==> config.mk <==
export PLATFORM = sky130hd
export DESIGN_NAME = rtg_pixel_timer
export DESIGN_NICKNAME = d
export VERILOG_FILES = /design/src/design/rtg_pixel_timer.sv
export VERILOG_INCLUDE_DIRS = /design/src /design/src/design
export SDC_FILE = /design/constraint.sdc
export NUM_CORES = 1
export LEC_CHECK = 0
export ABC_AREA = 1
export BUFFER_PORTS_ARGS = -buffer_cell sky130_fd_sc_hd__buf_2
export CORE_AREA = 3 3 40 42
export DETAILED_ROUTE_END_ITERATION = 7
export DIE_AREA = 0 0 43 45
export HOLD_SLACK_MARGIN = 0.08
export PLACE_DENSITY = 0.61
export SLEW_MARGIN = 10
export SYNTH_ARGS = -nofsm -noshare
export SYNTH_HDL_FRONTEND = slang
export SYNTH_SLANG_ARGS = --single-unit
==> constraint.sdc <==
create_clock -name CLK_114 -period 1.39 [get_ports CLK_114]
set_input_delay 0.278 -clock CLK_114 [delete_from_list [all_inputs] [get_ports CLK_114]]
set_output_delay 0.278 -clock CLK_114 [all_outputs]
set_load 0.05 [all_outputs]
==> src/design/rtg_video_settings.svh <==
// Width, depth and reset value macros for the RTG video output stage
`ifndef RTG_VIDEO_SETTINGS_SVH
`define RTG_VIDEO_SETTINGS_SVH

////////////////////////////////////////
// Datapath widths
////////////////////////////////////////
`define RTG_CHAN_W      8       // One colour channel
`define RTG_PIX_W       16      // Stream word
`define RTG_PW_W        4       // Pixel width field, clocks per fetch - 1
`define RTG_VB_W        7       // Vblank end line field
`define RTG_CFG_DATA_W  24      // Config write data, one CLUT entry wide

// CLUT geometry
`define RTG_CLUT_DEPTH  256     // Entries
`define RTG_IDX_W       8       // Index into CLUT

// Reset values of the mode registers
`define RTG_PW_RESET    4'd0    // One clock per fetch
`define RTG_VBEND_RESET 7'd0    // No vblank extension

`endif
==> src/design/rtg_pixel_timer.sv <==
// Fetch pace counter, stream ready and CLUT byte select
`timescale 1ns/100ps
`include "rtg_video_settings.svh"

module rtg_pixel_timer (
	input  logic                 CLK_114,
	input  logic                 reset,
	input  logic                 rtg_ena,
	input  logic                 rtg_ext,
	input  logic [`RTG_PW_W-1:0] pixel_width,
	input  logic                 blank,
	input  logic                 blank_d,
	input  logic                 pix_valid,
	output logic                 pix_ready,
	output logic                 byte_sel
);

	logic [`RTG_PW_W-1:0] pix_cnt; // Clocks into current pixel
	logic [`RTG_PW_W-1:0] half_width;
	logic                 pix_xfer; // Word taken this cycle
	logic                 active; // Inside the fetch window

	assign half_width = {1'b0, pixel_width[`RTG_PW_W-1:1]}; // Rounded down
	assign active = !blank || (rtg_ext && !blank_d); // ext adds one clock
	assign pix_ready = rtg_ena && active && pix_cnt == pixel_width;
	assign pix_xfer = pix_valid & pix_ready;

	////////////////////////////////////////
	// Pace counter
	////////////////////////////////////////
	always_ff @(posedge CLK_114) begin
		if (reset) begin
			pix_cnt  <= '0;
			byte_sel <= 1'b0;
		end else if (blank || pix_xfer) begin
			pix_cnt  <= '0; // New pixel starts
			byte_sel <= 1'b0; // High byte first
		end else begin
			if (pix_cnt == half_width) begin
				byte_sel <= 1'b1; // Second CLUT pixel
			end
			if (pix_cnt != pixel_width) begin
				pix_cnt <= pix_cnt + 1'b1;
			end
			// else source stalled, hold and keep ready up
		end
	end

	// Stream must stay idle while the RTG screen is off
	ready_needs_ena_a: assert property (@(posedge CLK_114) disable iff (reset)
		!rtg_ena |-> !pix_ready);

endmodule

# After elaboration in Yosys (flattened, before gate mapping)
# Cells that the tools add are included.
[classes] addsub=1 bitwise_logic=1 reduce_logical=8 n_eq_ne=3
[ops] op="$add 4x1->4 const B" count=1
[ops] op="$eq 4x3->1" count=1
[ops] op="$eq 4x4->1" count=1
[ops] op="$ne 4x4->1" count=1
[ops] op="$logic_and 1x1->1" count=3
[ops] op="$logic_not 1->1" count=2
[ops] op="$logic_or 1x1->1" count=2
[ops] op="$reduce_or 2->1" count=1
[ops] op="$and 1x1->1" count=1
[totals] regBits=5 wordCells=15 out_inout_bits=2 inputBits=11

# Logic depth before layout (Yosys ltp)
# Gate-level depths: netlist of the first run.
[depth] ltp_word=8 ltp_mapped=9 ltp_nobuf=9

# Least setup slack after synthesis of the first run
# No wires, ideal clock.
[synth_path] path_type="flip-flop to output port" startpoint="register pix_cnt[1]" endpoint="output pix_ready" required_time_ns=1.112 t_arrival_ns=1.198 path_buffers=0 stages_incl_launch_ff=6 path_slack_ns=-0.086 path_cell_list="dfxtp_1 inv_1 nand2_1 nand2_2 nor2_8 and3_1"
[synth_between] elab_chain_len=2
[synth_rtl] item="from (decl)" line_no="rtg_pixel_timer.sv:18" rtl="logic [`RTG_PW_W-1:0] pix_cnt;"
[synth_rtl] item="from (signal assigned)" line_no="rtg_pixel_timer.sv:43" rtl="pix_cnt <= pix_cnt + 1'b1;"
[synth_rtl] item="$eq 4x4->1" line_no="rtg_pixel_timer.sv:25" rtl="assign pix_ready = rtg_ena && active && pix_cnt == pixel_width;"
[synth_rtl] item="$logic_and 1x1->1" line_no="rtg_pixel_timer.sv:25"
[synth_rtl] item="to (decl)" line_no="rtg_pixel_timer.sv:14" rtl="output logic pix_ready,"
# Every way passes these cells.

# Worst setup path in the final report of the first run
[layout_path] startpoint="register pix_cnt[2]" endpoint="output pix_ready"
# The elaborated chain is that of the path after synthesis.

==> results.md, run 1 <==
* Most used cell, CP: sky130_fd_sc_hd__nand2_4
* Final period utilization at 1.04
* Fin Setup TNS at -60.0 ps
* P_sw at 0.000125 W
* Share of power burned in the clock network at 0.371
* Slew Limit Fails at 0
* Worst-path cell with the longest stage delay: sky130_fd_sc_hd__dfxtp_4
* Number of flip-flops and latches in the synthesized netlist at 5
* Time the worst path needs with I/O delays and setup at 1450 ps
* Ant diodes at 0
* Total overflow reported by the global router at 0
* Fraction of the mapped netlist area in compound gates at 0.0341
* Internal Pwr Total at 0.000312 W
* Clk Latency, worst-skew pair at 240 ps
* First-pass GRT wire length at 1830 um
* Antenna Violating Nets Remaining at 0
* Antenna violations before repair at 0
* Xor-xnor portion of the synthesized cell area at 0.0398
* Syn-to-layout area delta at 52.3%
* Relative contribution of combinational cells to total power at 0.285
* Max FO, Critical Path at 3
* Kind of critical path: reg2out
* Layout cells sized above 1 at 0.479
* Post-detail-place hpwl at 775 um
* Number of enable-type register cells in the synthesized netlist at 0
* Achievable frequency at 690 MHz
* Routed len/inst at 9.12 um
* Top_reg_cell synth: sky130_fd_sc_hd__dfxtp_1
* Areal power density over the cells at 650 nW/um^2
* Number of global-route vias before repair at 469
* Number of vias per cell after detailed routing at 4.19
* Floorplan Core Area at 1280 um^2
* Vias after detailed routing at 465
* Synth top area share at 0.227
* Final Hold Violating Endpoints at 0
* Clock buffer count from CTS at 3
* Placement-stage worst setup slack at -14.6 ps
* Worst slew margin at 0.837
* Worst reg2reg endpoint: pix_cnt[0]
* Number of port buffers at 12
* Kind of end point of the critical path: output pin
* Number of cells on the worst reg-to-reg path at 9
* Setup repair after global routing missed its margin: yes
* Total Die Area at 1940 um^2
* Share of synthesized area occupied by flip-flops and latches at 0.227
* Worst Setup Start Kind: flop
* Critical-path cell list: inv_4 > nand2_4 > nand2_4 > nor2_8 > and3_4 > buf_8
* # clock sinks at 5
* Hold-critical path endpoint: pix_cnt[2]
* Startpoint of the lowest-slack register-to-register path: pix_cnt[0]
* Synth Net Count at 82
* Largest family of logic cells by synthesized area: simple AND/OR/NAND/NOR gates
* Violated checks: setup timing
* Sw frac at 0.286
* Result of the run: complete, but fails checks
* Final WL at 1010 um
* Max-cap violation count at 0
* Post-synthesis cell count at 70
* Clock edge transition at the registers on the reported setup and hold paths at 40 ps
* Sequential cell fraction of total power at 0.344
* Synthesized cell area at 440 um^2
* Post-synthesis share of cell area spent on full adders, half adders and majority gates at 0.0284
* Pin count of the biggest net entering global routing at 7
* Residual DRC at 0
* Main area contributors after synthesis: sky130_fd_sc_hd__dfxtp_1 23%, sky130_fd_sc_hd__nand2_1 17%, sky130_fd_sc_hd__inv_1 11%, sky130_fd_sc_hd__nor2_8 9.1%, sky130_fd_sc_hd__nand2_2 7.1%
* Yosys synthesis warning count at 0
* Initial Util at 0.343
* Placer's final routability congestion estimate at 0.768
* Area share of and/or/nand/nor cells after synthesis at 0.551
* Worst hold path cell count at 4
* Proportion of register bits with asynchronous set or reset after synthesis at 0
* Die outline height at 45 um
* Mux share of post-synthesis cell area at 0
* First-pass DRT Iterations at 4
* Arrival time of data at the critical path endpoint at 1170 ps
* Fillers at 142
* Reg2reg setup slack at 170 ps
* Max stage delay on crit path at 370 ps
* Biggest area consumer among synthesized cells: sky130_fd_sc_hd__dfxtp_1
* Distinct cell type count after synthesis at 15
* TritonCTS clock tree: built
* Clock Path Buffers at 2
* Total of endpoints with negative setup slack in the final report at 1
* Hold path startpoint: reset
* # rows at 13
* Data required time of the worst path at 1110 ps
* Ports placed on the boundary at 13
* Master cell of the clock root buffer: sky130_fd_sc_hd__clkbuf_4
* Final Power at 0.000436 W
* H-tree level count at 1
* Initial DRC Count at 4
* Overall global routing resource usage at 0.123
* Synthesized area divided by synthesized cell count at 6.29 um^2
* Final setup skew at 4.42 ps
* Die outline width at 43 um
* Leakage at 0.363 nW
* Worst ir drop on vdd at 0.377 mV
* Number of nets in the finished design at 109
* Pin slew with the least headroom to its limit at 246 ps
* Hold Slack at 326 ps
* Worst setup margin at -60.0 ps
* Hold Path Class: in2reg
## layout by cell type (no fill, tap or decap), drive strengths merged
cell type,count
and3,1
xor2,2
a21oi,2
clkbuf,4
nand2,27
ha,1
buf,22
nand3,5
nor2,10
nand4,2
o21ai,1
inv,14
dfxtp,5
## kinds of logic after synthesis
group	count (synthesis)
AOI/OAI and AO/OA	3
adders and majority gates	1
xor gates and xnor gates	2
buffers and inverters	14
and+or+nand+nor	45
DFF	5
## state kept, by name, summed over array words and instances (netlist names)
signal / cells
byte_sel: 1
pix_cnt: 4
## power groups by stage
stage / Combinational [W] / Sequential, W / Clock, W
final: 0.000124 / 0.000150 / 0.000162
after global routing: 0.000139 / 0.000151 / 0.000175
after detailed placement: 0.000109 / 0.000153 / 0
after floorplan: 0.0000643 / 0.000157 / 0
after global placement: 0.000107 / 0.000153 / 0
after CTS: 0.000122 / 0.000150 / 0.000170
## cells in the mapped netlist (2+ instances only)
| library cell | n |
|---|---|
| sky130_fd_sc_hd__nand2_4 | 2 |
| sky130_fd_sc_hd__nand4_1 | 2 |
| sky130_fd_sc_hd__nor2_8 | 2 |
| sky130_fd_sc_hd__dfxtp_1 | 5 |
| sky130_fd_sc_hd__nand3_1 | 5 |
| sky130_fd_sc_hd__nand2_1 | 20 |
| sky130_fd_sc_hd__a21oi_1 | 2 |
| sky130_fd_sc_hd__inv_1 | 13 |
| sky130_fd_sc_hd__xor2_1 | 2 |
| sky130_fd_sc_hd__nand2_2 | 5 |
| sky130_fd_sc_hd__nor2_1 | 8 |
## area by class of cell
| type | count | area (um^2) | share of cell area |
|---|---|---|---|
| multi-input cells | 51 | 318 | 0.474 |
| repair buffers | 22 | 145 | 0.216 |
| flip-flops and latches | 5 | 108 | 0.160 |
| inverters | 14 | 55.1 | 0.0821 |
| clock buffers | 4 | 26.3 | 0.0392 |
| well taps | 15 | 18.8 | 0.0280 |
## worst max-delay path: cells and delay by family, from the launching register on
family                 cells  cell delay [ps]
and+or+nand+nor            4              390
DFF                        1              370
buffers and inverters      2              180
## how the worst max path moves through the flow
stage,end,slack (ps),startpoint
2_1_floorplan,pix_ready,30,pix_cnt[1]
3_3_place_gp,pix_ready,-6,pixel_width[2]
3_5_place_dp,pix_ready,-10,pix_cnt[2]
4_1_cts,pix_ready,-80,pix_cnt[0]
5_1_grt,pix_ready,-110,pix_cnt[0]
6_report,pix_ready,-60,pix_cnt[2]
## metal layers
metal  wire length [um]  part of all wire  vias up  track usage
met3                 19             0.019        0       0.0120
li1                   -                 -      265            -
met1                417              0.41      194        0.135
met5                  0                 0        -            0
met2                575              0.57        6        0.231
met4                  0                 0        0       0.0723
## through the flow
| step | instance area (um^2) | instances | utilization |
|---|---|---|---|
| final | 671 | 111 | 0.522 |
| after detailed placement | 566 | 103 | 0.440 |
| after global placement | 566 | 103 | 0.440 |
| after global routing | 671 | 111 | 0.522 |
| after floorplan | 442 | 70 | - |
| after CTS | 666 | 111 | 0.518 |
## repair_timing
item | 4_1_cts | 5_1_grt
setup buffers | 4 | 0
resized for setup | 18 | 1
pin swaps | 7 | 3
setup endpoints to repair | 1 | 1
hold buffers | 0 | 0
(Power assumes the default switching activity.)
==> inputs of run 2 (changes only) <==
- CTS_BUF_LIST: not set -> sky130_fd_sc_hd__clkbuf_16
==> run 2 against run 1 <==
Highest routed layer unchanged; critical path depth unchanged; non-clock buffer count unchanged; global-route usage about the same; fmax increased by 1.0%; via count decreased by 0.86%; design area increased by 7.8%; count of clock-buffer cells in the layout decreased by 1; sequential share of layout area decreased by 1.2 points; final cell count unchanged; die area unchanged; critical endpoint unchanged; clock power increased to 2.8 times the previous value; the run still ends with setup timing left.
==> results.md, run 2 (synthesis gave the netlist of run 1 again) <==
* Antenna violations before repair at 0
* First-pass DRT Iterations at 2
* Kind of critical path: reg2out
* Ports placed on the boundary at 13
* Routed len/inst at 8.75 um
* Fillers at 125
* Residual DRC at 0
* Max-cap violation count at 0
* Logic depth of the worst path, buffers included at 6
* Clock edge transition at the registers on the reported setup and hold paths at 30 ps
* Data required time of the worst path at 1110 ps
* Number of vias per cell after detailed routing at 4.15
* Violated checks: setup timing
* Number of nets in the finished design at 109
* Final period utilization at 1.03
* Clock Path Buffers at 2
* Leakage at 0.391 nW
* Arrival time of data at the critical path endpoint at 1160 ps
* Clock buffer count from CTS at 3
* Pin count of the biggest net entering global routing at 7
* Kind of end point of the critical path: output pin
* Worst hold path cell count at 4
* Vias after detailed routing at 461
* TritonCTS clock tree: built
* Achievable frequency at 697 MHz
* Hold-fix buffer count after cts at 0
* Time the worst path needs with I/O delays and setup at 1440 ps
* Worst reg2reg endpoint: pix_cnt[3]
* Worst setup margin at -45.7 ps
* Overall global routing resource usage at 0.123
* Ant diodes at 0
* Master cell of the clock root buffer: sky130_fd_sc_hd__clkbuf_16
* Worst Setup Start Kind: flop
* Pin slew with the least headroom to its limit at 247 ps
* Final setup skew at 2.23 ps
* Hold path startpoint: reset
* Final Power at 0.000732 W
* Max FO, Critical Path at 3
* Final Hold Violating Endpoints at 0
* Register name with the most flops: pix_cnt
* Total of endpoints with negative setup slack in the final report at 1
* Initial Util at 0.343
* Number of standard cells in the layout, taps in and fillers out at 111
* Result of the run: complete, but fails checks
* Placer's final routability congestion estimate at 0.768
* Critical path buffer and inverter count at 2
* Total Die Area at 1940 um^2
* Antenna Violating Nets Remaining at 0
* Slew Limit Fails at 0
* Final WL at 971 um
* Total overflow reported by the global router at 0
* Floorplan Core Area at 1280 um^2
* Most frequent standard cell in the layout excluding fill and tap cells: sky130_fd_sc_hd__nand2_1
* Die outline width at 43 um
* Reg2reg setup slack at 170 ps
* Syn-to-layout area delta at 64.2%
* Leading registers by flop count: pix_cnt (4), byte_sel (1)
* Cell type group with the largest total delay on the critical path: simple AND/OR/NAND/NOR gates
* Die outline height at 45 um
* Number of port buffers at 12
* # rows at 13
* Worst ir drop on vdd at 0.809 mV
* H-tree level count at 1
* Leading cell types in the layout, fill and taps excluded: 16 x sky130_fd_sc_hd__nand2_1, 11 x sky130_fd_sc_hd__inv_1, 11 x sky130_fd_sc_hd__buf_2, 10 x sky130_fd_sc_hd__buf_4, 8 x sky130_fd_sc_hd__nor2_1
* Worst-path cell with the longest stage delay: sky130_fd_sc_hd__dfxtp_4
* Number of global-route vias before repair at 477
* Worst slew margin at 0.837
* Setup repair after global routing missed its margin: yes
* Area after DPL at 566 um^2
* Clk Latency, worst-skew pair at 220 ps
* Initial DRC Count at 7
* Layout cells sized above 1 at 0.490
* Max stage delay on crit path at 360 ps
* Number of cells on the worst reg-to-reg path at 9
* Number of placed instances, taps included at 103
* Post-detail-place hpwl at 775 um
* Hold Path Class: in2reg
* Flip-flop count of the largest register, all copies and words added at 4
* Hold-critical path endpoint: pix_cnt[2]
* First-pass GRT wire length at 1840 um
* Cell area after layout at 723 um^2
* Most used cell, CP: sky130_fd_sc_hd__nand2_4
* Final Core Density at 0.563
* Areal power density over the cells at 1010 nW/um^2
* # clock sinks at 5
* Startpoint of the lowest-slack register-to-register path: pix_cnt[0]
* Hold Slack at 340 ps
* Critical-path cell list: inv_4 > nand2_4 > nand2_4 > nor2_8 > and3_4 > buf_8
-- run 2: cell count changes in the layout (fill, tap and decap cells not counted) --
cell	change
sky130_fd_sc_hd__clkbuf_1	-1
sky130_fd_sc_hd__inv_2	+1
sky130_fd_sc_hd__clkbuf_4	-3
sky130_fd_sc_hd__clkbuf_16	+3
-- run 2: per-stage QoR --
stage               TNS (ps)  worst slack [ps]
floorplan                  0              34.1
global placement       -6.17             -6.17
detailed placement     -14.6             -14.6
CTS                    -56.0             -56.0
global route           -84.8             -84.8
finish                 -45.7             -45.7
-- run 2: worst max-delay path by stage --
stage / from / to / slack, ps
2_1_floorplan: pix_cnt[1] / pix_ready / 30
3_3_place_gp: pixel_width[2] / pix_ready / -6
3_5_place_dp: pix_cnt[2] / pix_ready / -10
4_1_cts: pix_cnt[0] / pix_ready / -60
5_1_grt: pix_cnt[2] / pix_ready / -80
6_report: pix_cnt[2] / pix_ready / -50
-- run 2: power by group --
group | total [W] | switching [W] | internal [W] | leakage (nW)
Combinational | 0.000123 | 0.0000669 | 0.0000564 | 0.306
Sequential | 0.000151 | 0.00000334 | 0.000147 | 0.0427
Clock | 0.000458 | 0.0000865 | 0.000372 | 0.0423
-- run 2: repair_timing --
| action | in CTS | in global routing |
|---|---|---|
| gates resized for setup | 18 | 2 |
| setup buffers | 4 | 0 |
| endpoints found under the setup margin | 1 | 1 |
| endpoints found under the hold margin | 0 | 0 |
| pin swaps | 7 | 1 |
-- run 2: area by class of cell --
| cell class | count | area, um^2 | share of cell area |
|---|---|---|---|
| Clock inverter | 1 | 3.75 | 0.00519 |
| Clock buffer | 3 | 75.1 | 0.104 |
| Timing Repair Buffer | 22 | 145 | 0.201 |
| Inverter | 14 | 55.1 | 0.0761 |
| Sequential cell | 5 | 108 | 0.149 |
| Multi-Input combinational cell | 51 | 318 | 0.439 |
| Tap cell | 15 | 18.8 | 0.0260 |
-- run 2: worst reg2reg max path: cells and delay by family (launching register included) --
family | cells | cell delay, ps
flops | 1 | 340
simple gates | 6 | 510
buf+inv | 3 | 270
-- run 2: layer usage --
layer | wire length, um | track usage
met1 | 415 | 0.145
met2 | 531 | 0.219
met3 | 24 | 0.0120
met4 | 0 | 0.0723
met5 | 0 | 0
==> inputs of run 3 (changes only) <==
- GPL_TIMING_DRIVEN: not set -> 0
==> run 3 against run 2 <==
The flow still finishes with violations (setup timing); via count rose by 0.87%; largest cell class unchanged; count of clock-buffer cells in the layout did not move; sequential power barely moved; clock power is essentially flat.
==> results.md, run 3 (synthesis gave the netlist of run 1 again) <==
* Result of the run: complete, but fails checks
* Violated checks: setup timing
* Initial Util at 0.343
* Routed len/inst at 9.35 um
* Register name with the most flops: pix_cnt
* Final WL at 1010 um
* Final setup skew at 1.09 ps
* Antenna Violating Nets Remaining at 0
* Leakage at 0.375 nW
* Syn-to-layout area delta at 58.5%
* H-tree level count at 1
* Arrival time of data at the critical path endpoint at 1190 ps
* Worst ir drop on vdd at 1.05 mV
* Master cell of the clock root buffer: sky130_fd_sc_hd__clkbuf_16
* Die outline height at 45 um
* Final Hold Violating Endpoints at 0
* Final period utilization at 1.06
* Flip-flop count of the largest register, all copies and words added at 4
* Data required time of the worst path at 1110 ps
* Leading registers by flop count: pix_cnt (4), byte_sel (1)
* Cell area after layout at 698 um^2
* Die outline width at 43 um
* Leading cell types in the layout, fill and taps excluded: 17 x sky130_fd_sc_hd__nand2_1, 12 x sky130_fd_sc_hd__inv_1, 11 x sky130_fd_sc_hd__buf_2, 8 x sky130_fd_sc_hd__nor2_1, 7 x sky130_fd_sc_hd__buf_4
* Clock buffer count from CTS at 3
* Max FO, Critical Path at 5
* Clock Path Buffers at 2
* Worst reg2reg endpoint: pix_cnt[3]
* Fillers at 132
* Worst slew margin at 0.836
* Areal power density over the cells at 1030 nW/um^2
* Most frequent standard cell in the layout excluding fill and tap cells: sky130_fd_sc_hd__nand2_1
* Placement-stage worst setup slack at -147 ps
* Antenna violations before repair at 0
* Total overflow reported by the global router at 0
* Ant diodes at 0
* Ports placed on the boundary at 13
* Reg2reg setup slack at 110 ps
* Floorplan Core Area at 1280 um^2
* Number of global-route vias before repair at 428
* Achievable frequency at 679 MHz
* Area after DPL at 520 um^2
* Hold-fix buffer count after cts at 0
* Kind of critical path: reg2out
* Slew Limit Fails at 0
* Total of endpoints with negative setup slack in the final report at 1
* Kind of end point of the critical path: output pin
* Initial DRC Count at 5
* Worst hold path cell count at 4
* Number of nets in the finished design at 106
* Residual DRC at 0
* Clk Latency, worst-skew pair at 220 ps
* First-pass GRT wire length at 1640 um
* Vias after detailed routing at 465
* Hold path startpoint: reset
* Setup repair after global routing missed its margin: yes
* Total Die Area at 1940 um^2
* Number of cells on the worst reg-to-reg path at 9
* Time the worst path needs with I/O delays and setup at 1470 ps
* Layout cells sized above 1 at 0.452
* First-pass DRT Iterations at 3
* # clock sinks at 5
* Number of vias per cell after detailed routing at 4.31
* Max-cap violation count at 0
* Worst setup margin at -82.5 ps
* Fin Setup TNS at -82.5 ps
* Hold Path Class: in2reg
* Pin slew with the least headroom to its limit at 248 ps
* Clock edge transition at the registers on the reported setup and hold paths at 30 ps
* Worst Setup Start Kind: flop
* Overall global routing resource usage at 0.119
* Hold-critical path endpoint: pix_cnt[2]
* # rows at 13
* Post-detail-place hpwl at 704 um
* Startpoint of the lowest-slack register-to-register path: pix_cnt[2]
* Pin count of the biggest net entering global routing at 7
* Number of port buffers at 12
* Placer's final routability congestion estimate at 0.735
* TritonCTS clock tree: built
run 3: stage by stage:
step | cells | hold slack, ps | power, W | utilization
2_1_floorplan | 70 | 476 | 0.000222 | -
3_3_place_gp | 97 | 463 | 0.000248 | 0.405
3_5_place_dp | 97 | 471 | 0.000249 | 0.405
4_1_cts | 107 | 345 | 0.000728 | 0.530
5_1_grt | 108 | 382 | 0.000758 | 0.543
6_report | 108 | 339 | 0.000720 | 0.543
run 3: worst max-delay path by stage:
stage               start         to  slack [ps]  depth (start not counted)
3_5_place_dp   pix_cnt[0]  pix_ready        -150                          6
4_1_cts        pix_cnt[3]  pix_ready         -80                          6
2_1_floorplan  pix_cnt[1]  pix_ready          30                          5
6_report       pix_cnt[2]  pix_ready         -80                          6
3_3_place_gp   pix_cnt[0]  pix_ready        -130                          6
5_1_grt        pix_cnt[2]  pix_ready        -120                          6
run 3: power breakdown:
group          internal (W)  leakage (nW)  switching, W
Sequential         0.000145        0.0433    0.00000334
Clock              0.000371        0.0423     0.0000842
Combinational     0.0000504         0.290     0.0000653
Total              0.000567         0.375      0.000153
run 3: final cells by class:
type	instances	area, um^2	area share
tap	15	18.8	0.0269
multi-input combinational	51	310	0.444
clock inverter	1	3.75	0.00538
timing repair buffer	19	123	0.176
inverter	14	55.1	0.0789
clock buffer	3	75.1	0.108
sequential	5	113	0.161
run 3: layer usage:
metal  part of all wire  up-vias  GRT usage
met4                  0        0     0.0542
met2               0.54        6      0.204
li1                   -      257          -
met5                  0        -          0
met1               0.42      202      0.123
met3              0.043        0     0.0598
run 3: repair_timing:
item	CTS	global route
setup endpoints to repair	1	1
gates cloned	0	0
gates resized for setup	16	3
buffers inserted	6	1
pin swaps	9	3
run 3: worst max-delay path: stages, from the launching register on:
cell and delay [ps]:
sky130_fd_sc_hd__dfxtp_4 380, sky130_fd_sc_hd__inv_4 50, sky130_fd_sc_hd__nand2_4 60, sky130_fd_sc_hd__nand2_4 60, sky130_fd_sc_hd__nor2_8 110, sky130_fd_sc_hd__and3_4 180
sky130_fd_sc_hd__buf_8 140
